File: src/source/snd_pkg.sv
/*
 * Sound board shared definitions
 * bus widths, byte and gain types, mixer gains and the
 * fixed coefficient of the PCM low-pass pole
 */

package snd_pkg;

    // z80 side
    localparam int ADDR_W = 16;         // cpu address bus
    localparam int ROM_AW = 19;         // program + sample rom, 512 KB

    typedef logic [7:0] byte_t;         // cpu data byte

    // 4.4 unsigned fixed point, 8'h10 is unity
    typedef logic [7:0] gain_t;

    localparam gain_t FM_GAIN   = 8'h10;   // 1.0

    // pcm gain table, indexed by fxlevel
    localparam gain_t PCM_GAIN0 = 8'h04;   // 0.25
    localparam gain_t PCM_GAIN1 = 8'h06;   // 0.375
    localparam gain_t PCM_GAIN2 = 8'h08;   // 0.5
    localparam gain_t PCM_GAIN3 = 8'h0C;   // 0.75

    // pole a = 10/16, cutoff near 4 kHz at the fm sample rate
    localparam logic [3:0] POLE_A = 4'd10;

    // banked window 8000-DFFF lands above the first 64 KB
    localparam logic [ROM_AW-1:0] BANK_BASE = 19'h1_0000;

endpackage

File: src/source/snd_decode.sv
/*
 * Sound CPU glue decoder
 * memory and port decode, control latch with rom bank,
 * banked rom address, registered read-data mux, chip gains
 */

`timescale 1ns/1ns

module snd_decode (
    input  logic                        rst,
    input  logic                        clk,
    // z80 bus
    input  logic [snd_pkg::ADDR_W-1:0]  addr,
    input  snd_pkg::byte_t              cpu_dout,
    input  logic                        mreq_n,
    input  logic                        iorq_n,
    input  logic                        rd_n,
    input  logic                        wr_n,
    output snd_pkg::byte_t              cpu_din,
    // rom
    output logic [snd_pkg::ROM_AW-1:0]  rom_addr,
    output logic                        rom_cs,
    input  snd_pkg::byte_t              rom_data,
    input  logic                        rom_ok,
    output logic                        rom_ready,
    // read sources
    input  snd_pkg::byte_t              ram_dout,
    input  snd_pkg::byte_t              fm_dout,
    input  logic                        pcm_busyn,
    input  snd_pkg::byte_t              mbox_dout,
    // selects
    output logic                        ram_cs,
    output logic                        fm_cs,
    output logic                        pcm_cs,
    output logic                        mbox_cs,
    // pcm chip control
    output logic                        pcm_rst,
    output logic                        pcm_mdn,
    // mixer options
    input  logic [1:0]                  fxlevel,
    input  logic                        enable_fm,
    input  logic                        enable_psg,
    output snd_pkg::gain_t              fm_gain,
    output snd_pkg::gain_t              pcm_gain
);
    import snd_pkg::*;

    logic       bank_area;      // 8000-DFFF window
    logic       mbox_mem;       // E800-EFFF
    logic       ctl_cs;         // port 1, control latch
    logic [5:0] bank;           // latch bits 5:0
    logic       rom_ok_l;

    // memory map
    always_comb begin
        bank_area = !mreq_n && addr[15:12] >= 4'h8 && addr[15:12] < 4'hE;
        rom_cs    = (!mreq_n && !addr[15]) || bank_area;
        ram_cs    = !mreq_n && &addr[15:11];            // F800-FFFF
        mbox_mem  = !mreq_n && addr[15:11] == 5'b11101;
    end

    // port map on A7:A6, only one select at a time
    always_comb begin
        fm_cs   = 1'b0;
        ctl_cs  = 1'b0;
        pcm_cs  = 1'b0;
        mbox_cs = mbox_mem;         // iorq and mreq never low together
        if (!iorq_n) begin
            case (addr[7:6])
                2'd0: fm_cs   = 1'b1;
                2'd1: ctl_cs  = 1'b1;
                2'd2: pcm_cs  = 1'b1;
                2'd3: mbox_cs = 1'b1;
                default: ;
            endcase
        end
    end

    // rom address, bank pages are 16 KB
    always_comb begin
        rom_addr = ROM_AW'(addr);
        if (bank_area)
            rom_addr = BANK_BASE + {bank[3:0], addr[13:0]};
    end

    // sdram data must be good for two clk in a row
    assign rom_ready = rom_ok & rom_ok_l;

    // read mux, sampled while rd_n is low and held otherwise
    always_ff @(posedge clk) begin
        if (!rd_n) begin
            if (rom_cs)
                cpu_din <= rom_data;
            else if (ram_cs)
                cpu_din <= ram_dout;
            else if (fm_cs)
                cpu_din <= fm_dout;
            else if (pcm_cs)
                cpu_din <= {pcm_busyn, 7'h7F};  // only busy is readable
            else if (mbox_cs)
                cpu_din <= mbox_dout;
            else
                cpu_din <= 8'hFF;               // open bus
        end
    end

    // control latch and ready history
    always_ff @(posedge clk or posedge rst) begin
        if (rst) begin
            bank     <= '0;
            pcm_rst  <= 1'b1;   // pcm chip held in reset
            pcm_mdn  <= 1'b1;   // stand alone mode
            rom_ok_l <= 1'b0;
        end else begin
            rom_ok_l <= rom_ok;
            if (ctl_cs && !wr_n) begin
                bank    <= cpu_dout[5:0];
                pcm_rst <= ~cpu_dout[6];
                pcm_mdn <= ~cpu_dout[7];
            end
        end
    end

    // pcm volume from the dip setting
    always_ff @(posedge clk or posedge rst) begin
        if (rst) begin
            pcm_gain <= '0;
        end else if (!enable_psg) begin
            pcm_gain <= '0;     // channel muted
        end else begin
            case (fxlevel)
                2'd0: pcm_gain <= PCM_GAIN0;
                2'd1: pcm_gain <= PCM_GAIN1;
                2'd2: pcm_gain <= PCM_GAIN2;
                default: pcm_gain <= PCM_GAIN3;
            endcase
        end
    end

    assign fm_gain = enable_fm ? FM_GAIN : '0;

endmodule

File: config.mk
export PLATFORM = sky130hd
export DESIGN_NAME = snd_decode
export DESIGN_NICKNAME = d
export VERILOG_FILES = /design/src/source/snd_pkg.sv /design/src/source/snd_decode.sv
export SDC_FILE = /design/constraint.sdc
export NUM_CORES = 1
export LEC_CHECK = 0
export BUFFER_PORTS_ARGS = -buffer_cell sky130_fd_sc_hd__buf_2
export CORE_UTILIZATION = 38
export DETAILED_ROUTE_END_ITERATION = 8
export GPL_ROUTABILITY_DRIVEN = 0
export PLACE_DENSITY = 0.87
export RECOVER_POWER = 50
export SYNTH_ARGS = -nofsm -noshare
export SYNTH_HDL_FRONTEND = slang
export SYNTH_SLANG_ARGS = --single-unit
File: constraint.sdc
create_clock -name clk -period 1.8 [get_ports clk]
set_clock_uncertainty 0.15 [all_clocks]
set_input_delay 0.36 -clock clk [delete_from_list [all_inputs] [get_ports clk]]
set_output_delay 0.36 -clock clk [all_outputs]
set_load 0.02 [all_outputs]
# [Word level (Yosys, flattened, before mapping)]
# Cells that the tools add are included.
[op_classes] bitwise=3 n_reduce_logical=13 order_cmp=2 add_sub_neg=1 n_mux=17 n_eq_ne=6
[ops] operator="8-bit two-way mux" count=5
[ops] operator="17-bit by 18-bit adder with 19-bit output (first input constant)" count=1
[ops] operator="19-bit two-way mux" count=1
[ops] operator="4-bit case mux with 3 select lines" count=1
[ops] operator="1-bit two-way mux" count=8
[ops] operator="2-bit equality test (second input constant)" count=3
[ops] operator="1-bit logical AND" count=6
[ops] operator="5-bit equality test (second input constant)" count=1
[ops] operator="5-bit two-way mux" count=1
[ops] operator="5-bit AND reduction" count=1
[ops] operator="2-bit by 1-bit equality test with 1-bit output (second input constant)" count=2
[ops] operator="4-bit greater-or-equal comparator (second input constant)" count=1
[ops] operator="2-bit logical NOT" count=2
[ops] operator="4-bit < comparator (second input constant)" count=1
[ops] operator="4-bit two-way mux" count=1
[ops] operator="1-bit logical NOT" count=3
[ops] operator="1-bit inverter" count=2
[ops] operator="1-bit bitwise AND" count=1
[ops] operator="1-bit logical OR" count=1
[totals] output_inout_bits=51 input_bits=68 register_bits=23 word_cells=48

# [Longest topological paths before layout]
[depth] ltp_word=9 mapped_depth=7 depth_no_buf=5

# [Least setup slack after synthesis]
# OpenSTA, ideal clock, no wires.
[synth_path] path_type="input port to output port" from="input port addr[15] (netlist name)" to="output port rom_addr[14] (netlist name)" stages=6 n_path_buf=1 required_time_ns=1.290 path_slack_ns=0.107 arrival_time_ns=1.183 cell_sequence="nand3_2 -> nand2b_1 -> buf_6 -> inv_2 -> nand2_1 -> mux2_2"
[synth_between] elab_chain_len=4 word_cells_on_any_way=5 cone_classes="order compare: 2; mux: 1; reduce/logical: 2"
[synth_lines] item="from (decl)" line_no="snd_decode.sv:13" text="input logic [snd_pkg::ADDR_W-1:0] addr,"
[synth_lines] item="4-bit greater-or-equal comparator" line_no="snd_decode.sv:56" text="bank_area = !mreq_n && addr[15:12] >= 4'h8 && addr[15:12] < 4'hE;"
[synth_lines] item="1-bit logical AND" line_no="snd_decode.sv:56"
[synth_lines] item="1-bit logical AND (*)" line_no="snd_decode.sv:56"
[synth_lines] item="19-bit two-way mux (*)" line_no="snd_decode.sv:82" text="if (bank_area)"
[synth_lines] item="to (decl)" line_no="snd_decode.sv:21" text="output logic [snd_pkg::ROM_AW-1:0] rom_addr,"
# Mark *: on every way between the ends. The rest lies on a longest branch, timed or not.

# [Worst setup path after layout]
[layout_path] from="register bank[3]" to="output port rom_addr[17] (netlist name)"
[layout_between] elab_chain_len=2
[layout_lines] item="from (decl)" line_no="snd_decode.sv:51" text="logic [5:0] bank;"
[layout_lines] item="from (signal assigned)" line_no="snd_decode.sv:117" text="bank <= cpu_dout[5:0];"
[layout_lines] item="17-bit by 18-bit adder with 19-bit output" line_no="snd_decode.sv:83" text="rom_addr = BANK_BASE + {bank[3:0], addr[13:0]};"
[layout_lines] item="19-bit two-way mux" line_no="snd_decode.sv:82"
# No other way between the ends.

==> out/metrics.cfg <==
[outcome]
outcome=finished, final reports clean

[clocking]
root_buffer=clkbuf_4
cts_max_level=1
clock-sinks=18
cts_buffers=3
clkTransAtPathRegs_ps=110
clock_latency_ps=280
clock_path_buffers=2
cts_tree=built

[drt]
first_pass_iters=4
vias_per_cell=4.67
drc=0
totalWireLength_um=3430
ant_nets=0
num_vias=1327
post_drt_wl_per_cell_um=12.1
dr.first_iter.drc_count=52

[global_routing]
antenna_found_initial=0
grt_start_max_net_pins=11
grt_usage_pct=17.2
first_global_vias=1105
grt_pass1_wl_um=4710
grt_overflow=0

[pwr]
clockPowerShare_pct=18.7
power.density_nw_per_um2=626
p_int_mw=0.735
comb_power_share_pct=35.1
p_seq_share_pct=46.1
p_switching_mw=0.361
leakage_nw=0.929
vdd_drop_max_uv=551
swShare_pct=32.9

[place]
dp_hpwl_um=2780
portBuffers=84
placed_cells=277

[worst_setup_path]
cpPeakStageDelay_ps=410
required_ps=1290
slowest_stage=dfrtp_1
start_kind=register
endpoint_kind=output pin
worstSetupPathType=reg2out
critPathArrivalTime_ps=1290
cp_max_fo=2
cp_cell_sequence=ha_1, and3_4, buf_6

[yosys]
synth_cells=160
synth_cell_types=34
yosys-top-cells-area=edfxtp_1, buf_4, dfrtp_1
syn_area_per_cell_um2=8.44
synth_seq_cells=18
yosysTopAreaCellShare_pct=17.8
yosysWarnings=0
syn_area_um2=1350
synth_area_leader_cell=edfxtp_1
seq_area_frac_synth_pct=36.5

[timing]
tns_ps=0
timing_hold_violations_final=0
fin_crit_sh_pct=99.8
period_needed_ps=1800
rsz0062_at_grt=yes
slew_violations=0
setup_viol=0
fmax_mhz=557

[floorplan]
io_pins=119
die_x_um=61.6
rows=21
core_area_um2=3360
die_h_um=61.6
start_util_pct=40.1
dieArea_um2=3800

[final_layout]
instances_no_fill=284
nNetsFinal=308
drive_gt1_share_pct=45.0
num-fill-cells=339
antennaDiodeCount=0
areaGrowthSynthToFinish_pct=29.7

[flow_run]
maxCapViolCount=0

[min_path]
hold_path.class=in2reg

per-layer routing:
layer  vias to the layer above  part of all wire, %  track usage (%)
met5                         -                    0                0
met3                         4                  8.2             4.62
met4                         0                 0.82             3.17
met2                        76                   50             33.2
li1                        666                    -                -
met1                       581                   41             18.7
path summary, 6_finish.rpt:
path	start	end	slack (ps)	cells past startpoint
setup / recovery	bank[3]	rom_addr[17]	4	3
hold / removal	rom_ok	rom_ok_l	30	1
setup reg to reg	bank[2]	bank[2]	910	3
hold reg to reg	pcm_mdn	pcm_mdn	330	2
max in group asynchronous	rst	pcm_mdn	740	3
min in group asynchronous	rst	rom_ok_l	440	3
timing repair:
action	4_1_cts	5_1_grt
pin swaps	0	3
hold buffers	1	0
endpoints found under the setup margin	2	2
buffers inserted	1	1
gates resized for setup	5	2
hold endpoints to repair	8	0
sequential cells by signal (all words and copies together) (netlist names):
| register | flops |
|---|---|
| bank | 4 |
| cpu_din | 8 |
| pcm_gain | 3 |
| pcm_mdn | 1 |
| pcm_rst | 1 |
| rom_ok_l | 1 |
stage by stage:
stage / power [mW] / util [%] / instance area, um^2 / hold WS [ps] / worst slack (ps)
2_1_floorplan: 0.792 / - / 1390 / 48.7 / 107
3_3_place_gp: 0.867 / 50.1 / 1690 / 192 / 7.46
3_5_place_dp: 0.877 / 50.1 / 1690 / 206 / -3.54
4_1_cts: 1.10 / 51.9 / 1750 / 20.6 / 2.71
5_1_grt: 1.16 / 52.1 / 1750 / 14.1 / -33.8
6_report: 1.10 / 52.1 / 1750 / 28.0 / 3.87
logic make-up after synthesis:
group	count (synthesis)	share of synthesized area, %
AOI/OAI and AO/OA	44	19.9
adders and majority gates	1	0.927
and+or+nand+nor	47	17.8
buffers and inverters	47	23.0
muxes	2	1.58
DFF	18	36.5
other	1	0.278
final cells by class:
class	instances	area [um^2]	area share [%]
well taps	46	57.6	3.29
inverters	12	45.0	2.57
flip-flops and latches	18	493	28.1
repair buffers	98	532	30.4
multi-input cells	106	598	34.1
clock buffers	4	26.3	1.50
cell usage after synthesis:
| master | n |
|---|---|
| and2_1 | 2 |
| edfxtp_1 | 8 |
| a21boi_0 | 1 |
| nand2_1 | 18 |
| nand2b_4 | 1 |
| dfstp_2 | 2 |
| and3_2 | 3 |
| o22ai_1 | 9 |
| nor2_2 | 1 |
| inv_2 | 1 |
| conb_1 | 1 |
| mux2_2 | 1 |
| nor2_1 | 11 |
| buf_6 | 4 |
| clkbuf_1 | 2 |
| ha_1 | 1 |
| nand3b_1 | 2 |
| o21a_1 | 1 |
| o22a_1 | 7 |
| or3_1 | 1 |
| or4b_1 | 1 |
| inv_1 | 11 |
| dfrtp_1 | 8 |
| o31ai_1 | 1 |
| nor3_1 | 2 |
| nand2b_1 | 2 |
| a21oi_1 | 22 |
| nand3_2 | 1 |
| or2_1 | 2 |
| a21o_2 | 1 |
| buf_2 | 2 |
| o21ai_0 | 2 |
| buf_4 | 27 |
| mux2i_1 | 1 |
placed cells by master (no fill, tap or decap), types with 2 or more instances in the layout:
cell type and n:
buf_2 78, a21oi_1 22, nand2_1 17, conb_1 12, buf_4 12, nor2_1 11, inv_1 11, o22ai_1 9
dfrtp_1 8, edfxtp_1 8, o22a_1 7, clkbuf_1 6, clkbuf_4 3, nor3_1 2, nand3b_1 2, or2_1 2
and3_2 2, nand2b_1 2, and2_1 2, o21ai_0 2, buf_6 2, dfstp_2 2
critical path: cells and delay by family, from the launching register on:
family	cells	cell delay (ps)
flops	1	410
fa+ha+maj	1	320
simple gates	1	160
buf+inv	1	120
power by group through the flow:
stage / clock network [mW] / logic, mW / registers (mW)
after floorplan: 0 / 0.241 / 0.552
after CTS: 0.213 / 0.381 / 0.505
after global routing: 0.226 / 0.425 / 0.513
after global placement: 0 / 0.355 / 0.512
final: 0.205 / 0.385 / 0.505
after detailed placement: 0 / 0.363 / 0.514
(Power assumes the default switching activity.)
