$ cat src/source/snd_pkg.sv
/*
 * Sound board shared definitions
 * bus widths, byte and gain types, mixer gains and the
 * fixed coefficient of the PCM low-pass pole
 */

package snd_pkg;

    // z80 side
    localparam int ADDR_W = 16;         // cpu address bus
    localparam int ROM_AW = 19;         // program + sample rom, 512 KB

    typedef logic [7:0] byte_t;         // cpu data byte

    // 4.4 unsigned fixed point, 8'h10 is unity
    typedef logic [7:0] gain_t;

    localparam gain_t FM_GAIN   = 8'h10;   // 1.0

    // pcm gain table, indexed by fxlevel
    localparam gain_t PCM_GAIN0 = 8'h04;   // 0.25
    localparam gain_t PCM_GAIN1 = 8'h06;   // 0.375
    localparam gain_t PCM_GAIN2 = 8'h08;   // 0.5
    localparam gain_t PCM_GAIN3 = 8'h0C;   // 0.75

    // pole a = 10/16, cutoff near 4 kHz at the fm sample rate
    localparam logic [3:0] POLE_A = 4'd10;

    // banked window 8000-DFFF lands above the first 64 KB
    localparam logic [ROM_AW-1:0] BANK_BASE = 19'h1_0000;

endpackage

$ cat src/source/snd_pole.sv
/*
 * One-pole low-pass filter for the PCM channel
 * y += (x - y) * (1 - a), with a = POLE_A/16, one step
 * per fm sample strobe
 */

`timescale 1ns/1ns

module snd_pole #(
    parameter int PCM_W = 9
) (
    input  logic                    rst,
    input  logic                    clk,
    input  logic                    sample,     // fm sample strobe
    input  logic signed [PCM_W-1:0] sin,
    output logic signed [PCM_W-1:0] sout
);
    import snd_pkg::*;

    // 1 - a in sixteenths, positive so a sign bit is added
    localparam logic signed [4:0] COEF = 5'(16 - POLE_A);

    logic signed [PCM_W-1:0] y;
    logic signed [PCM_W:0]   diff;      // one extra bit for x - y
    logic signed [PCM_W+5:0] prod;      // diff times a 5 bit coefficient
    logic signed [PCM_W+5:0] step;
    logic signed [PCM_W+5:0] nxt;

    always_comb begin
        diff = sin - y;
        prod = diff * COEF;
        step = prod >>> 4;          // floor division by 16
        nxt  = y + step;            // stays between y and x
    end

    always_ff @(posedge clk or posedge rst) begin
        if (rst)
            y <= '0;
        else if (sample)
            y <= nxt[PCM_W-1:0];
    end

    assign sout = y;

endmodule

$ cat config.mk
export PLATFORM = sky130hd
export DESIGN_NAME = snd_pole
export DESIGN_NICKNAME = d
export VERILOG_FILES = /design/src/source/snd_pkg.sv /design/src/source/snd_pole.sv
export SDC_FILE = /design/constraint.sdc
export NUM_CORES = 1
export LEC_CHECK = 0
export ABC_AREA = 1
export BUFFER_PORTS_ARGS = -buffer_cell sky130_fd_sc_hd__buf_2
export CAP_MARGIN = 5
export CORE_UTILIZATION = 30
export DETAILED_ROUTE_END_ITERATION = 8
export GPL_ROUTABILITY_DRIVEN = 0
export PLACE_DENSITY_LB_ADDON = 0.08
export SYNTH_ARGS = -nofsm -noshare
export SYNTH_HDL_FRONTEND = slang
export SYNTH_SLANG_ARGS = --single-unit
$ cat constraint.sdc
create_clock -name clk -period 8.5 [get_ports clk]
set_input_delay 1.7 -clock clk [delete_from_list [all_inputs] [get_ports clk]]
set_output_delay 1.7 -clock clk [all_outputs]
set_load 0.02 [all_outputs]
After elaboration in Yosys (flattened, before gate mapping) --
Cells that the tools add are included.
Operators by class: $add $sub $neg 2, $mul 1
Operators with widths (count):
- $mul 10x3->12 const B | 1
- $sub 9x9->10 | 1
- $add 9x9->9 | 1
Word-level totals: register bits after elaboration 9, output and inout port bits 9, word-level logic and storage cells 4

Logic depth before layout (Yosys ltp) --
Gate-level depths: netlist of the first run.
word-level depth 3, gate-level depth with buffers 29, mapped depth without buffers 29

Least setup slack after synthesis of the first run --
No wires, ideal clock.
path type input to register, start point input port sin[0], end point register y[8], in the netlist sout[8], setup time 0.117 ns, arrival time 5.077 ns, data required time 8.383 ns, slack 3.306 ns, cell stages on the path 27, path through inv_1 > ha_1 > inv_1 > fa_1 > nand3_1 > nand3_1 > a31oi_1 > xor2_1 > xor2_1 > ha_1 > nand2_1 > inv_1 > nand4_1 > o211ai_1 > nand2_1 > nand2_1 > a21oi_1 > xor2_1 > ha_1 > nand2_1 > or2_2 > nand3_1 > inv_1 > nand2_1 > nand3_1 > nand2_1 > nand2_1
On the way: word-level cells in the longest chain between the ends 3
Ends and longest elaborated chain:
- start, declared | RTL line snd_pole.sv:15 | input logic signed [PCM_W-1:0] sin,
- $sub 9x9->10 | RTL line snd_pole.sv:30 | diff = sin - y;
- $mul 10x3->12 | RTL line snd_pole.sv:31 | prod = diff * COEF;
- $add 9x9->9 | RTL line snd_pole.sv:33 | nxt = y + step;
- end signal, assigned | RTL line snd_pole.sv:40 | y <= nxt[PCM_W-1:0];
- end, declared | RTL line snd_pole.sv:23 | logic signed [PCM_W-1:0] y;
Every way passes these cells. A chain may end at the register's enable or synchronous reset.

Worst setup path in the final report of the first run --
Ends and elaborated chain as after synthesis.

==> summary.txt, run 1 <==
Outcome
  – Outcome: completed

Logic synthesis
  – Distinct cell type count after synthesis: 28
  – Seq/Total Area, Yosys: 14.8%
  – Synth Register Bits: 9
  – Mean Syn Cell Area: approximately 7 um2
  – Cells after Synth: between 200 and 250
  – Syn_nets: approximately 260
  – Top_reg_cell synth: dfrtp_1
  – Top cells by area, synth: ha_1 (21%), dfrtp_1 (15%), nand2_1 (14%)
  – Cell with the most instances after synthesis: nand2_1
  – Yosys top cell by area: ha_1
  – Async SR Flop Fraction: 100%
  – Post-synth EDFFs: 0
  – Most instantiated cells after synthesis: nand2_1 (57), inv_1 (34), ha_1 (26), xor2_1 (14), a21oi_1 (13)
  – Syn Std Cell Area: between 1500 and 2000 um2
  – Yosys Warn Count: 0
  – Top cell type's share of synthesized area: 21.4%

Floorplanning
  – Placeable core area: between 4000 and 5000 um2
  – Area of the die: 5360 um2
  – Starting Density: between 30% and 40%
  – Die height: around 73 um
  – I/O pin cnt: 21
  – Die X-Extent: approximately 73 um
  – Row Count: 25

Clock tree
  – Worst-Skew Late Latency: approximately 230 ps
  – CTS tree: built
  – Post-CTS Hold Buffers: 0
  – PostCTS Resize Cnt: 0
  – Post-CTS setup buffers: 0
  – Worst-path clk slew: approximately 50 ps
  – Cts bufs inserted: 3
  – Max clock buf depth: 2
  – Clock sinks: 9
  – H-tree depth: 1
  – Clock root buffer: clkbuf_8

Global route
  – All-Layer GR Usage: between 10 and 15%
  – Largest net degree at the start of global routing: 14
  – First-pass GRT wire length: 5910 um
  – Number of global-route vias before repair: ~1,400
  – Initial antenna violation count: 0
  – Grt ovf: 0

Setup path
  – Crit path kind: in2reg
  – Internal reg-to-reg setup slack: 4270 ps
  – Startpoint type of the worst setup path: primary input
  – Critical Path Sink Type: register
  – CP arrival: 5520 ps
  – Critical-path top delay cell: fa_1
  – CP top delay family: adder cells
  – CP max FO: 5
  – CP peak stage delay: roughly 400 ps
  – Worst Path Required: 8620 ps
  – Worst path bufs/invs: 4
  – Most frequent cell on the critical path: nand2_1

Place
  – PortBufs: 20
  – Post-DP HPWL: between 2000 and 3000 um

STA
  – Final count of negative-setup-slack endpoints: 0
  – Clock skew: around 1.2 ps
  – Tmin final: roughly 5400 ps
  – Fin Setup TNS: 0 ps
  – Final Slew Violations: 0
  – RSZ-0062 raised after global routing: false
  – Slew HR: approximately 75%
  – Fin Hold WS: about 500 ps
  – Slew @ Worst Pin: 372 ps
  – Fmax: about 190 MHz
  – Fin crit share: between 60 and 70%
  – Final hold viol count: 0

Route
  – 1st-iter DRT viols: between 70 and 80
  – Vias per Instance: about 4.4
  – Via count: about 1,400
  – Drt pass-1 iters: 4
  – Post-route ant nets: 0
  – Remaining DRCs: 0
  – WL final: between 3000 and 4000 um
  – Routed WL per cell: roughly 11 um

Layout
  – # fillers: ~540
  – Multi-input gate area: approximately 1200 um2
  – Storage element area: between 200 and 250 um2
  – Ratio of cells with drive above 1 in the final layout: approximately 14%
  – NumNets Final: around 280
  – Antenna cells: 0
  – Area grow syn2layout: 14.8%
  – Max reg flops: 9

Hold path
  – HP Class: reg2reg

Run
  – Maxcap violations: 0
logic make-up (layout without fill, tap and decap cells):
| family | count (synthesis) | in the layout | share of synthesized area, % |
|---|---|---|---|
| AO/OA/AOI/OAI | 30 | 30 | 12.0 |
| adder cells (fa/ha/maj) | 29 | 29 | 25.3 |
| AND/OR/NAND/NOR | 92 | 92 | 25.6 |
| XOR/XNOR | 21 | 21 | 13.1 |
| flip-flops | 9 | 9 | 14.8 |
| buffers and inverters | 36 | 59 | 9.14 |
tightest hold or removal path: stages (launching register included):
cell and delay [ps]:
dfrtp_1 350, nand2_1 60, nand2_1 50
layout by cell type, fill, tap and decap left out, drive strengths merged:
cell,instances
xor2,16
o22ai,2
a22oi,1
nand4,5
nor3,1
nand2,58
a21o,1
dfrtp,9
buf,20
inv,34
nor2,14
o21ai,6
xnor2,5
a31oi,2
ha,26
fa,3
or2,2
clkbuf,4
clkinvlp,1
o21bai,1
a21oi,15
o211ai,1
a211oi,1
nand3,12
per-layer routing:
| metal | up-vias | GRT usage, % | routed length [um] |
|---|---|---|---|
| met1 | 576 | 19.7 | 1720 |
| met4 | 0 | 4.58 | 42 |
| met5 | - | 0 | 0 |
| met2 | 16 | 23.3 | 1430 |
| met3 | 5 | 0.829 | 54 |
| li1 | 755 | - | - |
per-stage QoR:
stage                     cell area [um2]  std cells  utilization, %  setup slack (ps)
after floorplan                      1520        217               -              3310
after global placement               1700        303            35.5              2800
after detailed placement             1700        303            35.5              2840
after CTS                            1750        307            36.5              3070
after global routing                 1750        307            36.5              2740
final                                1750        307            36.5              3100
final cells by class:
cell class	count	area share, %
clock buffers	4	2.58
flip-flops and latches	9	12.9
multi-input cells	172	66.2
well taps	67	4.80
inverters	35	7.74
repair buffers	20	5.73
worst paths after layout:
path / start / endpoint / cells after the start
worst max-delay path: sin[0] / sout[8] / 26
worst min-delay path: sout[8] / sout[8] / 2
worst max register to register: sout[0] / sout[8] / 24
worst min register to register: sout[8] / sout[8] / 2
max in group asynchronous: rst / sout[3] / 2
min in group asynchronous: rst / sout[4] / 2
Power of run 1 is left out: the tool's default activity adds up to more than one toggle a clock period on the data nets, which glitch-free logic cannot reach.
==> run 2: changes to the inputs <==
==> constraint.sdc (replaced) <==
create_clock -name clk -period 4.3 [get_ports clk]
set_input_delay 0.86 -clock clk [delete_from_list [all_inputs] [get_ports clk]]
set_output_delay 0.86 -clock clk [all_outputs]
set_load 0.02 [all_outputs]
==> run 2 against run 1 <==
Net effect: hold slack improved by 28 ps; cell count is 16% higher; critical path depth is 2 higher; flip-flop and latch count unchanged; core utilization grew 14 points; setup slack worse by 3000 ps.
==> summary.txt, run 2 (same netlist as run 1, synthesis figures left out) <==
Layout
  – Max reg flops: 9
  – Ratio of cells with drive above 1 in the final layout: between 40% and 50%
  – Final Core Density: between 50% and 60%
  – Multi-input gate area: 1420 um2
  – # fillers: 478
  – Most frequent cells in the layout: nand2_1 (50), buf_4 (46), inv_1 (27), ha_1 (21), buf_2 (19)
  – Area grow syn2layout: 57.4%
  – Antenna cells: 0
  – Commonest non-fill, non-tap cell in the layout: nand2_1
  – NumNets Final: about 330
  – Storage element area: around 230 um2

Setup path
  – Most frequent cell on the critical path: nand2_1
  – Startpoint type of the worst setup path: primary input
  – Worst path bufs/invs: 5
  – Crit path kind: in2reg
  – Critical Path Sink Type: register
  – CP arrival: roughly 4300 ps
  – CP peak stage delay: around 360 ps
  – CP max FO: 4
  – Critical-path top delay cell: ha_1
  – Worst Path Required: between 4000 and 5000 ps
  – Setup crit start: sin[0]
  – Internal reg-to-reg setup slack: ~400 ps
  – Setup crit end: sout[8]
  – R2r endpoint: sout[7]
  – R2r startpoint: sout[4]
  – Worst path depth: 28
  – Worst R2R Path Depth: 25
  – CP top delay family: adder cells

Floorplanning
  – Placeable core area: about 4800 um2
  – Area of the die: approximately 5400 um2
  – I/O pin cnt: 21
  – Die height: about 73 um
  – Starting Density: approximately a third
  – Die X-Extent: ~73 um
  – Row Count: 25

Clock tree
  – Clock sinks: 9
  – Cts bufs inserted: 3
  – Worst-Skew Late Latency: ~230 ps
  – Worst-path clk slew: 40 ps
  – CTS tree: built
  – Max clock buf depth: 2
  – H-tree depth: 1
  – Clock root buffer: clkbuf_8
  – Post-CTS Hold Buffers: 0

STA
  – Final Slew Violations: 0
  – Final count of negative-setup-slack endpoints: 0
  – Slew HR: between 70% and 80%
  – Tmin final: between 4000 and 5000 ps
  – Final hold viol count: 0
  – Fmax: roughly 240 MHz
  – Fin crit share: about 100%
  – Clock skew: about 0.78 ps
  – Slew @ Worst Pin: between 300 and 400 ps
  – RSZ-0062 raised after global routing: true

Place
  – Post-DP HPWL: about 3200 um
  – PortBufs: 20

Route
  – 1st-iter DRT viols: 26
  – Post-route ant nets: 0
  – WL final: approximately 4000 um
  – Vias per Instance: between 4 and 5
  – Via count: 1,557
  – Drt pass-1 iters: 4
  – Routed WL per cell: between 10 and 15 um
  – Remaining DRCs: 0

Global route
  – Initial antenna violation count: 0
  – Grt ovf: 0
  – Number of global-route vias before repair: 1,574
  – Largest net degree at the start of global routing: 14
  – First-pass GRT wire length: 6730 um
  – All-Layer GR Usage: between 15 and 20%

Run
  – Maxcap violations: 0

Hold path
  – HP Class: reg2reg

Outcome
  – Outcome: completed
[run 2: cell count changes in the layout (fill, tap and decap cells not counted), sizes merged]
cell	previous run	this run
buf	20	69
[run 2: metrics by stage]
stage / area [um2] / worst slack (ps) / setup TNS, ps / hold slack, ps / std cells
floorplan: 1530 / 1.41 / 0 / 593 / 217
global placement: 2040 / -337 / -749 / 518 / 346
detailed placement: 2040 / -315 / -715 / 495 / 346
CTS: 2180 / -0.556 / -0.556 / 508 / 350
global route: 2390 / -151 / -270 / 552 / 356
finish: 2390 / 105 / 0 / 516 / 356
[run 2: worst min-delay path: stages (launching register included)]
cell	delay [ps]
dfrtp_1	360
nand2_1	60
nand2_1	60
[run 2: how the worst min path moves through the flow]
stage          startpoint  slack, ps  cells after the start      end
6_report          sout[8]        520                      2  sout[8]
5_1_grt           sout[8]        550                      2  sout[8]
4_1_cts           sout[8]        510                      2  sout[8]
3_5_place_dp      sout[8]        490                      2  sout[8]
3_3_place_gp      sout[8]        520                      2  sout[8]
2_1_floorplan     sout[8]        590                      2  sout[8]
[run 2: layout make-up]
cell class	count	share of cell area [%]
Multi-Input combinational cell	172	59.2
Timing Repair Buffer	69	20.3
Sequential cell	9	9.41
Clock buffer	4	1.88
Inverter	35	5.75
Tap cell	67	3.50
[run 2: per-layer routing]
metal  routed length (um)  track usage [%]  vias to the layer above
li1                     -                -                      846
met1                 2020             22.4                      696
met2                 1870             26.6                       10
met3                   23            0.829                        5
met4                   60             6.54                        0
met5                    0                0                        -
[run 2: what timing repair did]
action                                  in CTS  in global routing
gates resized for setup                     15                 39
gates cloned                                 0                  0
endpoints found under the setup margin       2                  4
pin swaps                                   20                 31
setup buffers                                2                  6
Power of run 2 is left out for the same reason.
==> run 3: changes to the inputs <==
--- a/config.mk
+++ b/config.mk
@@ -11,6 +11,7 @@
 export CORE_UTILIZATION = 30
 export DETAILED_ROUTE_END_ITERATION = 8
 export GPL_ROUTABILITY_DRIVEN = 0
+export GPL_TIMING_DRIVEN = 0
 export PLACE_DENSITY_LB_ADDON = 0.08
 export SYNTH_ARGS = -nofsm -noshare
 export SYNTH_HDL_FRONTEND = slang
==> run 3 against run 2 <==
Net effect: non-clock buffer count shrank 39; global-route usage shrank 1.7 points; core utilization shrank 7.2 points; hold slack lost 30 ps; critical path depth is the same; final area shrank 14%; largest cell class unchanged.
==> summary.txt, run 3 (same netlist as run 1, synthesis figures left out) <==
Route
  – Via count: 1,412
  – Routed WL per cell: about 11 um
  – WL final: ~3500 um
  – Post-route ant nets: 0
  – Drt pass-1 iters: 4
  – Vias per Instance: around 4.5
  – 1st-iter DRT viols: 30
  – Remaining DRCs: 0

Outcome
  – Outcome: completed

Clock tree
  – Clock sinks: 9
  – Worst-Skew Late Latency: roughly 230 ps
  – Cts bufs inserted: 3
  – Max clock buf depth: 2
  – CTS tree: built
  – Worst-path clk slew: about 40 ps
  – Clock root buffer: clkbuf_8
  – Post-CTS Hold Buffers: 0
  – H-tree depth: 1

Layout
  – Area grow syn2layout: 34.6%
  – NumNets Final: between 200 and 300
  – Max reg flops: 9
  – # fillers: ~500
  – Ratio of cells with drive above 1 in the final layout: between 20 and 30%
  – Most frequent cells in the layout: nand2_1 (52), inv_1 (30), ha_1 (19), buf_2 (19), xor2_1 (12)
  – Commonest non-fill, non-tap cell in the layout: nand2_1
  – Antenna cells: 0
  – Final Core Density: 42.8%

STA
  – Final hold viol count: 0
  – Fin crit share: between 90% and 100%
  – Final Slew Violations: 0
  – Fmax: about 240 MHz
  – Slew HR: just over 70%
  – Slew @ Worst Pin: 439 ps
  – Tmin final: 4210 ps
  – Worst setup margin: 86.2 ps
  – Final count of negative-setup-slack endpoints: 0
  – RSZ-0062 raised after global routing: true
  – Clock skew: ~4.2 ps
  – Fin Hold WS: 485 ps

Floorplanning
  – I/O pin cnt: 21
  – Row Count: 25
  – Die height: 73.2 um
  – Area of the die: 5360 um2
  – Starting Density: 31.8%
  – Placeable core area: 4790 um2
  – Die X-Extent: ~73 um

Place
  – Post-Place Setup Slack: -512 ps
  – PortBufs: 20
  – Post-DP HPWL: around 2800 um

Setup path
  – CP max FO: 4
  – Crit path kind: in2reg
  – CP arrival: ~4300 ps
  – Worst Path Required: about 4400 ps
  – Startpoint type of the worst setup path: primary input
  – Critical Path Sink Type: register

Global route
  – Grt ovf: 0
  – Initial antenna violation count: 0
  – Number of global-route vias before repair: between 1,000 and 1,500
  – Largest net degree at the start of global routing: 11
  – All-Layer GR Usage: between 10 and 15%
  – First-pass GRT wire length: between 6000 and 7000 um

Hold path
  – HP Class: reg2reg

Run
  – Maxcap violations: 0
## run 3: through the flow
stage	instances	instance area, um2	TNS (ps)
4_1_cts	315	1930	-2.80
2_1_floorplan	217	1530	0
5_1_grt	317	2050	-500
6_report	317	2050	0
3_3_place_gp	304	1720	-1240
3_5_place_dp	304	1720	-1160
## run 3: layout make-up
class,count,area (um2),share of cell area [%]
repair buffers,29,181,8.86
inverters,35,138,6.72
clock buffers,4,45.0,2.20
multi-input cells,172,1370,66.9
well taps,67,83.8,4.10
plain buffers,1,3.75,0.183
flip-flops and latches,9,225,11.0
## run 3: metal layers
layer | GRT usage, % | part of all wire (%) | wire (um) | vias to the layer above
met2 | 23.9 | 46 | 1610 | 9
met5 | 0 | 0 | 0 | -
met3 | 0.829 | 1.2 | 42 | 2
met1 | 20.4 | 52 | 1800 | 628
li1 | - | - | - | 773
met4 | 5.23 | 0.69 | 24 | 0
## run 3: final timing paths
kind / startpoint / depth (start not counted) / end / slack (ps)
worst min register to register: sout[8] / 2 / sout[8] / 490
min in group asynchronous: rst / 2 / sout[0] / 590
worst max-delay path: sin[0] / 28 / sout[8] / 90
max in group asynchronous: rst / 2 / sout[7] / 3450
worst max register to register: sout[4] / 27 / sout[8] / 360
worst min-delay path: sout[8] / 2 / sout[8] / 490
## run 3: critical path, stage by stage
cell	delay (ps)
buf_6	100
inv_4	40
ha_4	120
inv_2	40
fa_2	350
nand3_2	90
nand3_4	100
a31oi_4	190
xor2_2	250
xor2_1	110
ha_1	350
nand2_1	80
inv_1	50
nand4_1	70
o211ai_1	160
nand2_1	100
nand2_2	90
a21oi_2	60
xor2_1	140
ha_1	320
nand2_1	80
or2_4	230
nand3_4	80
inv_2	40
nand2_2	60
nand3_2	70
nand2_1	50
nand2_1	40
## run 3: repair_timing
action,4_1_cts,5_1_grt
pin swaps,18,25
setup buffers,8,2
resized for setup,19,22
endpoints found under the setup margin,2,4
Power of run 3 is left out for the same reason.
