**config.mk**
```make
export PLATFORM = sky130hd
export DESIGN_NAME = snd_mailbox
export DESIGN_NICKNAME = d
export VERILOG_FILES = /design/src/source/snd_pkg.sv /design/src/source/snd_mailbox.sv
export SDC_FILE = /design/constraint.sdc
export NUM_CORES = 1
export LEC_CHECK = 0
export ABC_AREA = 1
export BUFFER_PORTS_ARGS = -buffer_cell sky130_fd_sc_hd__buf_2
export CORE_AREA = 2 2 48 50
export DETAILED_ROUTE_END_ITERATION = 7
export DIE_AREA = 0 0 50 52
export GPL_ROUTABILITY_DRIVEN = 0
export PLACE_DENSITY = 0.7
export SLEW_MARGIN = 20
export SYNTH_ARGS = -nofsm -noshare
export SYNTH_HDL_FRONTEND = slang
export SYNTH_SLANG_ARGS = --single-unit
```
**constraint.sdc**
```tcl
create_clock -name clk -period 0.9 [get_ports clk]
set_input_delay 0 -clock clk [delete_from_list [all_inputs] [get_ports clk]]
set_output_delay 0 -clock clk [all_outputs]
set_load 0.02 [all_outputs]
```
**src/source/snd_pkg.sv**
```systemverilog
/*
 * Sound board shared definitions
 * bus widths, byte and gain types, mixer gains and the
 * fixed coefficient of the PCM low-pass pole
 */

package snd_pkg;

    // z80 side
    localparam int ADDR_W = 16;         // cpu address bus
    localparam int ROM_AW = 19;         // program + sample rom, 512 KB

    typedef logic [7:0] byte_t;         // cpu data byte

    // 4.4 unsigned fixed point, 8'h10 is unity
    typedef logic [7:0] gain_t;

    localparam gain_t FM_GAIN   = 8'h10;   // 1.0

    // pcm gain table, indexed by fxlevel
    localparam gain_t PCM_GAIN0 = 8'h04;   // 0.25
    localparam gain_t PCM_GAIN1 = 8'h06;   // 0.375
    localparam gain_t PCM_GAIN2 = 8'h08;   // 0.5
    localparam gain_t PCM_GAIN3 = 8'h0C;   // 0.75

    // pole a = 10/16, cutoff near 4 kHz at the fm sample rate
    localparam logic [3:0] POLE_A = 4'd10;

    // banked window 8000-DFFF lands above the first 64 KB
    localparam logic [ROM_AW-1:0] BANK_BASE = 19'h1_0000;

endpackage

```
**src/source/snd_mailbox.sv**
```systemverilog
/*
 * Main to sound CPU mailbox
 * command byte with a full flag that raises the sound interrupt,
 * plus a reply byte written back by the sound CPU
 */

`timescale 1ns/1ns

module snd_mailbox (
    input  logic            rst,
    input  logic            clk,
    // sound cpu side
    input  logic            cs,
    input  logic            rd_n,
    input  logic            wr_n,
    input  snd_pkg::byte_t  cpu_dout,
    output snd_pkg::byte_t  dout,
    output logic            int_n,
    // main cpu side
    input  logic            main_wr,
    input  snd_pkg::byte_t  main_data,
    output snd_pkg::byte_t  main_reply
);
    import snd_pkg::*;

    byte_t cmd;         // last command from the main cpu
    logic  full;
    logic  rd_l;        // rd_n one clk back
    logic  rd_fall;

    assign rd_fall = cs && !rd_n && rd_l;   // first clk of the read

    always_ff @(posedge clk) begin
        if (main_wr)
            cmd <= main_data;
    end

    always_ff @(posedge clk or posedge rst) begin
        if (rst) begin
            full       <= 1'b0;
            rd_l       <= 1'b1;
            main_reply <= '0;
        end else begin
            rd_l <= rd_n;
            if (main_wr)
                full <= 1'b1;               // a new command wins over a read
            else if (rd_fall)
                full <= 1'b0;
            if (cs && !wr_n)
                main_reply <= cpu_dout;
        end
    end

    assign dout  = cmd;
    assign int_n = ~full;

endmodule

```
## Yosys cells after proc, flatten, opt, wreduce, memory -nomap -nowiden

Index checks and enable logic that the tools add are counted.
Widths: inputs -> output; s select.

- Multiplexer cells: 2
- Bitwise logic cells: 1
- Reductions and logical operators: 6

Operators by type and width:

| cell | number |
|---|---|
| $logic_and 1x1->1 | 3 |
| $logic_not 1->1 | 2 |
| $mux 1 | 2 |
| $reduce_bool 2->1 | 1 |
| $not 1->1 | 1 |

- Register bits after elaboration: 18
- Input bits: 22
- Output and inout port bits: 17

## Depth between registers and ports, before layout

Gate-level depths: netlist (run 1).

- Word-level depth: 5
- Gate-level depth with buffers: 4

## Worst setup path before layout (run 1)

No wires, ideal clock.

- Path kind: flip-flop to flip-flop
- Start: register rd_l
- End: register full
- Data arrival time: 0.643 ns
- Required time: 0.784 ns
- Slack: 0.140 ns
- Cell stages (with the launch flop): 4
- Cells stage by stage: dfstp_2 -> nand3_1 -> nand2_1 -> nand2_1

- Cells in the longest elaborated chain, start to end: 2

RTL lines:

| element | RTL line | RTL |
|---|---|---|
| start, declared | snd_mailbox.sv:28 | `logic rd_l;` |
| start signal, assigned | snd_mailbox.sv:44 | `rd_l <= rd_n;` |
| $logic_and 1x1->1 | snd_mailbox.sv:31 | `assign rd_fall = cs && !rd_n && rd_l;` |
| $reduce_bool 2->1 (no source line) | -- |  |
| end signal, assigned | snd_mailbox.sv:40 | `full <= 1'b0;` |
| end signal, assigned | snd_mailbox.sv:46 | `full <= 1'b1;` |
| end signal, assigned | snd_mailbox.sv:48 | `full <= 1'b0;` |
| end, declared | snd_mailbox.sv:27 | `logic full;` |

No other way between the ends.
A chain may end at the register's enable or synchronous reset.

## Final worst setup path (run 1)

- Start: register full
- End: output port int_n

- Cells in the longest elaborated chain, start to end: 1

RTL lines:

| element | RTL line | RTL |
|---|---|---|
| $not 1->1 | snd_mailbox.sv:55 | `assign int_n = ~full;` |
| end, declared | snd_mailbox.sv:18 | `output logic int_n,` |

No other way between the ends.

==> results.yml, run 1 <==
drt:
  vias: 587
  drtPass1Iterations: 4
  drt_iter0_markers: 3
  drt-vias-per-instance: 4.19
  drc: 0
  detail-route-antenna-nets: 0
  avgRoutedWirePerCell_um: 10.8
  drt_wl_total_um: 1510
grt:
  grtUsageTotal_pct: 12.8
  grt_first_pass_wirelength_um: 2440
  grt.met3_usage_pct: 3.45
  grt.met1_usage_pct: 13.0
  grtUsageMet2_pct: 24.1
  grt_max_degree: 11
  antenna_found_initial: 0
  overflow: 0
  grt_pass1_vias: 600
  top_usage_layer: "met2"
synthesis:
  synth.top_cell.area_share_pct: 37.2
  synth_area_per_cell_um2: 12.4
  synth.distinct_cells: 9
  synth_area_um2: 646
  ys_seq_area_share_pct: 76.2
  syn-num-nets: 74
  synth_cells: 52
  synth-seq-cells: 18
  synth_top_cell_by_area: "edfxtp_1"
  synth.area.top_cells: "edfxtp_1 37%, dfrtp_1 35%, nand2_1 10%"
  yosysWarningCount: 0
final_layout:
  final_util_pct: 51.6
  num_antenna_cells: 0
  layout-drive-gt1-share_pct: 41.1
  area_delta_synth_final_pct: 68.2
  final_cell_mix: "37 x buf_2, 18 x nand2_1, 18 x dlygate4sd3_1"
  layout_commonest_cell: "buf_2"
  nets: 135
worst_hold_path:
  hp-start: "main_wr"
  whs_endpoint: "full$_DFFE_PP0P_"
  whs_path_depth: 3
  holdCritPathClass: "input port to flop"
power:
  p_switching_w: 0.000473
  ir_drop_v: 0.000763
  pwr-share-clk_pct: 26.4
  leakagePower_nw: 0.565
  swShare_pct: 25.9
  powerDensity_nw_per_um2: 1680
  p_int_w: 0.00135
  p_seq_share_pct: 53.4
  pwr-share-comb_pct: 20.3
worst_setup_path:
  timing.rr.start: "rd_l$_DFF_PP1_"
  r2r_setup_slack_ps: 100
  cp-end-kind: "output pin"
  path_max_fanout: 2
  worstSetupPathType: "flop to output pin"
  critPathMaxStageDelay_ps: 390
  regToRegEndpoint: "full$_DFFE_PP0P_"
  worst-path-buf-inv: 2
  cp_top_family: "flip-flops"
  slowest_stage: "dfrtp_1"
  path_depth: 2
  crit_required_ps: 900
  cp_cell_sequence: "inv_1, buf_4"
  cp-start-kind: "flop"
  crit_arrival_ps: 860
  r2r_cells: 3
sta:
  setup-tns-final_ps: 0
  rsz0062_at_grt: "no"
  drv_slew: 0
  max_freq_mhz: 1170
  fin_skew_ps: 0.0749
  tightest_slew_ps: 386
  post-route-period-util_pct: 95.0
  hold_violations: 0
  setup_viol: 0
  slew_headroom_pct: 74.2
  fin_crit_ps: 855
outcome:
  status: "completed"
clock_tree:
  path_clk_slew_ps: 100
  cts_buffers: 3
  htreeDepth: 1
  cts_tree: "built"
  clockBufferDepth: 2
  insertion_delay_ps: 280
  clock_sinks: 18
  cts_root_buffer: "clkbuf_4"
placed_design:
  port_buffers: 38
  place_hpwl_um: 1060
floorplan:
  num_rows: 17
  io_pins: 39
  initial_core_util_pct: 30.7
  die-area_um2: 2600
  die_w_um: 50
  die_h_um: 52
  core_area_um2: 2110
flow_run:
  cap_violations: 0
## synthesized netlist by cell type
master and instances:
edfxtp_1 8, dfrtp_1 9, inv_2 1, nand3_1 9, nand2_1 18, dfstp_2 1
buf_6 1, nand2_4 1, inv_1 4
## power by group through the flow
stage / logic (W) / clock network [W] / registers (W)
floorplan: 0.0000739 / 0 / 0.00109
global placement: 0.000302 / 0 / 0.000987
detailed placement: 0.000310 / 0 / 0.000991
CTS: 0.000370 / 0.000508 / 0.000974
global route: 0.000405 / 0.000545 / 0.000981
finish: 0.000370 / 0.000481 / 0.000973
## timing repair
item | 4_1_cts | 5_1_grt
hold endpoints to repair | 27 | 0
hold buffers | 18 | 0
setup endpoints to repair | 0 | 1
gates resized for setup | 0 | 1
setup buffers | 0 | 1
## kinds of logic (layout without fill, tap and decap cells)
| group | after synthesis | after routing | share of synthesized area [%] |
|---|---|---|---|
| AND/OR/NAND/NOR | 28 | 28 | 19.2 |
| flip-flops | 18 | 18 | 76.2 |
| buffers and inverters | 6 | 66 | 4.65 |
## flip-flops by register name (all words and copies together), names as in the netlist
| register | flops |
|---|---|
| main_reply | 8 |
| rd_l | 1 |
| full | 1 |
| dout | 8 |
## per-stage QoR
| stage | total power (W) | hold WS (ps) | cells | cell area (µm²) | worst slack, ps |
|---|---|---|---|---|---|
| 3_3_place_gp | 0.00129 | -5.69 | 117 | 860 | 128 |
| 6_report | 0.00182 | 18.6 | 140 | 1090 | 44.7 |
| 3_5_place_dp | 0.00130 | 0.556 | 117 | 860 | 110 |
| 5_1_grt | 0.00193 | 38.8 | 140 | 1090 | 1.93 |
| 4_1_cts | 0.00185 | 16.1 | 139 | 1080 | 7.06 |
| 2_1_floorplan | 0.00116 | -161 | 52 | 646 | 140 |
## worst max-delay path by stage
stage	start	endpoint	slack (ps)
floorplan	rd_l$_DFF_PP1_	full$_DFFE_PP0P_	140
global placement	rd_l$_DFF_PP1_	full$_DFFE_PP0P_	130
detailed placement	rd_l$_DFF_PP1_	full$_DFFE_PP0P_	110
CTS	full$_DFFE_PP0P_	int_n	7
global route	full$_DFFE_PP0P_	int_n	2
finish	full$_DFFE_PP0P_	int_n	40
## final cells by class
type                       instances  area (µm²)
sequential                        18         492
multi-input combinational         28         124
clock buffer                       4        36.3
timing repair buffer              57         380
inverter                           5        18.8
fill                             200        1020
tap                               28        35.0
## routing by layer
metal / wire [µm] / up-vias
li1: - / 294
met1: 587 / 261
met2: 770 / 30
met3: 143 / 2
met4: 7 / 0
met5: 0 / -
## worst reg2reg max path, stage by stage, from the launching register on
cell     delay, ps
dfstp_2        530
nand3_1         70
nand2_1         60
nand2_1         40
Power figures use the tool's default switching activity.
==> inputs of run 2 (changes only) <==
Settings changed: CORE_AREA 2 2 48 50 to 2 2 44 46, DIE_AREA 0 0 50 52 to 0 0 46 48, PLACE_DENSITY 0.7 to 0.8, SKIP_CTS_REPAIR_TIMING from default to 1.
==> results.yml, run 2 (synthesis gave the netlist of run 1 again) <==
flow_run:
  cap_violations: 0
drt:
  drc: 0
  drt-vias-per-instance: 4.60
  detail-route-antenna-nets: 0
  drt_iter0_markers: 9
  vias: 589
  avgRoutedWirePerCell_um: 11.2
  drt_wl_total_um: 1430
  drtPass1Iterations: 4
worst_setup_path:
  worstSetupPathType: "flop to output pin"
  slowest_stage: "dfrtp_1"
  timing.rr.start: "rd_l$_DFF_PP1_"
  cp-endpoint: "int_n"
  crit_start: "full$_DFFE_PP0P_"
  r2r_setup_slack_ps: 90
  crit_required_ps: 900
  path_depth: 2
  regToRegEndpoint: "full$_DFFE_PP0P_"
  cp_top_family: "flip-flops"
  cp_cell_sequence: "inv_1, buf_4"
  path_max_fanout: 2
  r2r_cells: 3
  worst-path-buf-inv: 2
  crit_arrival_ps: 860
  critPathMaxStageDelay_ps: 390
  cp-end-kind: "output pin"
  cp-start-kind: "flop"
clock_tree:
  cts_root_buffer: "clkbuf_4"
  clockBufferDepth: 2
  path_clk_slew_ps: 100
  clock_sinks: 18
  insertion_delay_ps: 280
  htreeDepth: 1
  cts_tree: "built"
  cts_buffers: 3
grt:
  grt_first_pass_wirelength_um: 1810
  grt_max_degree: 11
  grtUsageTotal_pct: 12.2
  grt_pass1_vias: 450
  overflow: 0
  antenna_found_initial: 0
final_layout:
  layout-drive-gt1-share_pct: 40.5
  fillers: 148
  regArea_um2: 492
  final_cell_mix: "37 x buf_2, 18 x nand2_1, 18 x dlygate4sd3_1"
  area_delta_synth_final_pct: 64.9
  nets: 134
  multi_input_area_um2: 124
  layout_commonest_cell: "buf_2"
  num_antenna_cells: 0
  instances_no_fill: 128
sta:
  slew_headroom_pct: 75.1
  post-route-period-util_pct: 95.1
  max_freq_mhz: 1170
  fin_crit_ps: 856
  hold_violations: 0
  setup_viol: 0
  tightest_slew_ps: 373
  setup-tns-final_ps: 0
  rsz0062_at_grt: "no"
  drv_slew: 0
  fin_skew_ps: 0.0348
floorplan:
  die_h_um: 48
  die_w_um: 46
  num_rows: 15
  io_pins: 39
  initial_core_util_pct: 38.2
  core_area_um2: 1690
  die-area_um2: 2210
power:
  p_switching_w: 0.000476
  leakagePower_nw: 0.561
  powerDensity_nw_per_um2: 1710
  p_seq_share_pct: 53.3
  pwr-share-clk_pct: 26.5
  pwr-share-comb_pct: 20.2
  p_int_w: 0.00135
  swShare_pct: 26.1
  totalPowerFinal_w: 0.00182
  ir_drop_v: 0.000920
placed_design:
  dpl.cell_count: 106
  port_buffers: 38
  place_hpwl_um: 963
worst_hold_path:
  holdCritPathClass: "input port to flop"
outcome:
  status: "completed"
-- run 2: worst min path at each step --
stage,to,cells after the start,start,slack [ps]
final,main_reply[1]$_DFFE_PP0P_,4,wr_n,30
after floorplan,full$_DFFE_PP0P_,1,rst,-160
after global routing,main_reply[4]$_DFFE_PP0P_,4,wr_n,40
after CTS,main_reply[1]$_DFFE_PP0P_,2,rst,-330
after global placement,main_reply[1]$_DFFE_PP0P_,2,rst,-20
after detailed placement,main_reply[0]$_DFFE_PP0P_,2,rst,-10
-- run 2: layer usage --
metal	track usage (%)	routed length (µm)	part of all wire (%)
met4	6.86	12	0.84
met2	23.9	794	55
met3	2.26	94	6.6
met5	0	0	0
met1	11.9	529	37
-- run 2: stage by stage --
stage | setup WS (ps) | hold slack [ps] | util (%) | cell area, µm²
CTS | 14.2 | -327 | 52.2 | 882
finish | 44.4 | 30.8 | 63.0 | 1060
global route | 4.71 | 36.1 | 63.0 | 1060
detailed placement | 110 | -10.5 | 50.1 | 846
floorplan | 140 | -161 | - | 646
global placement | 130 | -18.2 | 50.1 | 846
-- run 2: worst min-delay path, stage by stage --
cell	delay [ps]
buf_2	80
inv_2	80
nand3_1	80
nand2_1	50
-- run 2: layout make-up --
cell class / count / share of cell area [%]
clock buffers: 4 / 3.41
inverters: 5 / 1.76
multi-input cells: 28 / 11.6
flip-flops and latches: 18 / 46.2
well taps: 17 / 2.00
repair buffers: 56 / 35.0
-- run 2: power groups by stage --
| stage | Clock, W | Combinational (W) | Sequential, W |
|---|---|---|---|
| floorplan | 0 | 0.0000739 | 0.00109 |
| global placement | 0 | 0.000300 | 0.000986 |
| detailed placement | 0 | 0.000308 | 0.000990 |
| CTS | 0.000495 | 0.000308 | 0.000974 |
| global route | 0.000530 | 0.000400 | 0.000981 |
| finish | 0.000483 | 0.000368 | 0.000973 |
==> inputs of run 3 (changes only) <==
Settings changed: CELL_PAD_IN_SITES_DETAIL_PLACEMENT from default to 0, CELL_PAD_IN_SITES_GLOBAL_PLACEMENT from default to 1, CORE_AREA 2 2 44 46 to 2 2 50 52, DIE_AREA 0 0 46 48 to 0 0 52 54, PLACE_DENSITY 0.8 to 0.82.
==> results.yml, run 3 (synthesis gave the netlist of run 1 again) <==
grt:
  antenna_found_initial: 0
  grt.met1_usage_pct: 13.3
  grt_first_pass_wirelength_um: 2210
  top_usage_layer: "met2"
  grt_max_degree: 11
  grt_pass1_vias: 508
  grtUsageTotal_pct: 10.8
  grt.met3_usage_pct: 4.44
  grtUsageMet2_pct: 17.7
  overflow: 0
worst_hold_path:
  holdCritPathClass: "input port to flop"
  whs_path_depth: 3
  whs_endpoint: "full$_DFFE_PP0P_"
  hp-start: "main_wr"
worst_setup_path:
  worst-path-buf-inv: 2
  crit_required_ps: 900
  cp_top_family: "flip-flops"
  critPathMaxStageDelay_ps: 380
  slowest_stage: "dfrtp_1"
  cp-start-kind: "flop"
  cp_cell_sequence: "inv_1, buf_4"
  crit_arrival_ps: 850
  r2r_cells: 3
  timing.rr.start: "rd_l$_DFF_PP1_"
  regToRegEndpoint: "full$_DFFE_PP0P_"
  cp-end-kind: "output pin"
  r2r_setup_slack_ps: 90
  path_max_fanout: 2
  worstSetupPathType: "flop to output pin"
clock_tree:
  cts_tree: "built"
  cts_buffers: 3
  clock_sinks: 18
  cts_root_buffer: "clkbuf_4"
  path_clk_slew_ps: 100
  htreeDepth: 1
  insertion_delay_ps: 280
  clockBufferDepth: 2
drt:
  detail-route-antenna-nets: 0
  drt-vias-per-instance: 4.09
  drc: 0
  drt_wl_total_um: 1600
  drt_iter0_markers: 1
  drtPass1Iterations: 4
  vias: 581
  avgRoutedWirePerCell_um: 11.2
power:
  powerDensity_nw_per_um2: 1610
  totalPowerFinal_w: 0.00174
  pwr-share-comb_pct: 21.6
  ir_drop_v: 0.000614
  swShare_pct: 27.1
  p_switching_w: 0.000472
  p_int_w: 0.00127
  p_seq_share_pct: 55.9
  pwr-share-clk_pct: 22.5
  leakagePower_nw: 0.562
final_layout:
  final_cell_mix: "36 x buf_2, 18 x nand2_1, 18 x dlygate4sd3_1"
  nets: 135
  num_antenna_cells: 0
  layout-drive-gt1-share_pct: 40.2
  area_delta_synth_final_pct: 68.0
  layout_commonest_cell: "buf_2"
  fillers: 233
sta:
  fin_crit_ps: 852
  setup-tns-final_ps: 0
  slew_headroom_pct: 73.6
  hold_violations: 0
  setup_viol: 0
  drv_slew: 0
  hold_ws_ps: 30.0
  fin_skew_ps: 0.391
  post-route-period-util_pct: 94.6
  tightest_slew_ps: 396
  max_freq_mhz: 1170
floorplan:
  num_rows: 18
  die-area_um2: 2810
  initial_core_util_pct: 27.8
  die_w_um: 52
  io_pins: 39
  core_area_um2: 2320
  die_h_um: 54
placed_design:
  port_buffers: 38
  place_hpwl_um: 1080
outcome:
  status: "completed"
flow_run:
  cap_violations: 0
[run 3: changes by cell type in the layout (fill, tap and decap cells not counted), sizes merged]
cell / change
clkbuf: -1
buf: +1
clkinv: +1
[run 3: how the worst max path moves through the flow]
stage | cells past startpoint | start | endpoint | slack [ps]
floorplan | 3 | rd_l$_DFF_PP1_ | full$_DFFE_PP0P_ | 140
global placement | 3 | rd_l$_DFF_PP1_ | full$_DFFE_PP0P_ | 130
detailed placement | 3 | rd_l$_DFF_PP1_ | full$_DFFE_PP0P_ | 110
CTS | 2 | full$_DFFE_PP0P_ | int_n | -4
global route | 2 | full$_DFFE_PP0P_ | int_n | -2
finish | 2 | full$_DFFE_PP0P_ | int_n | 50
[run 3: cell type report]
cell class / count / area [µm²] / area share [%]
well taps: 30 / 37.5 / 3.46
flip-flops and latches: 18 / 492 / 45.3
inverters: 5 / 18.8 / 1.73
clock buffers: 3 / 22.5 / 2.08
clock inverters: 1 / 3.75 / 0.346
multi-input cells: 28 / 124 / 11.4
repair buffers: 57 / 387 / 35.6
[run 3: worst min-delay path, stage by stage]
cell     delay (ps)
buf_2           170
inv_1            70
nand2_1          50
[run 3: power groups by stage]
stage	sequential [W]	clock [W]	combinational (W)
2_1_floorplan	0.00109	0	0.0000739
3_3_place_gp	0.000986	0	0.000306
3_5_place_dp	0.000992	0	0.000311
4_1_cts	0.000975	0.000430	0.000312
5_1_grt	0.000983	0.000453	0.000411
6_report	0.000974	0.000391	0.000377
[run 3: through the flow]
step / setup slack, ps / util [%] / area, µm² / std cells
3_3_place_gp: 129 / 37.2 / 862 / 119
3_5_place_dp: 106 / 37.2 / 862 / 119
6_report: 48.4 / 46.8 / 1080 / 142
4_1_cts: -4.32 / 38.3 / 888 / 123
5_1_grt: -2.32 / 46.8 / 1080 / 142
2_1_floorplan: 140 / - / 646 / 52
[run 3: metal layers]
metal  share of wire [%]  routed length, µm
met1                  42                673
met2                  49                775
met3                 9.2                146
met4                   0                  0
met5                   0                  0
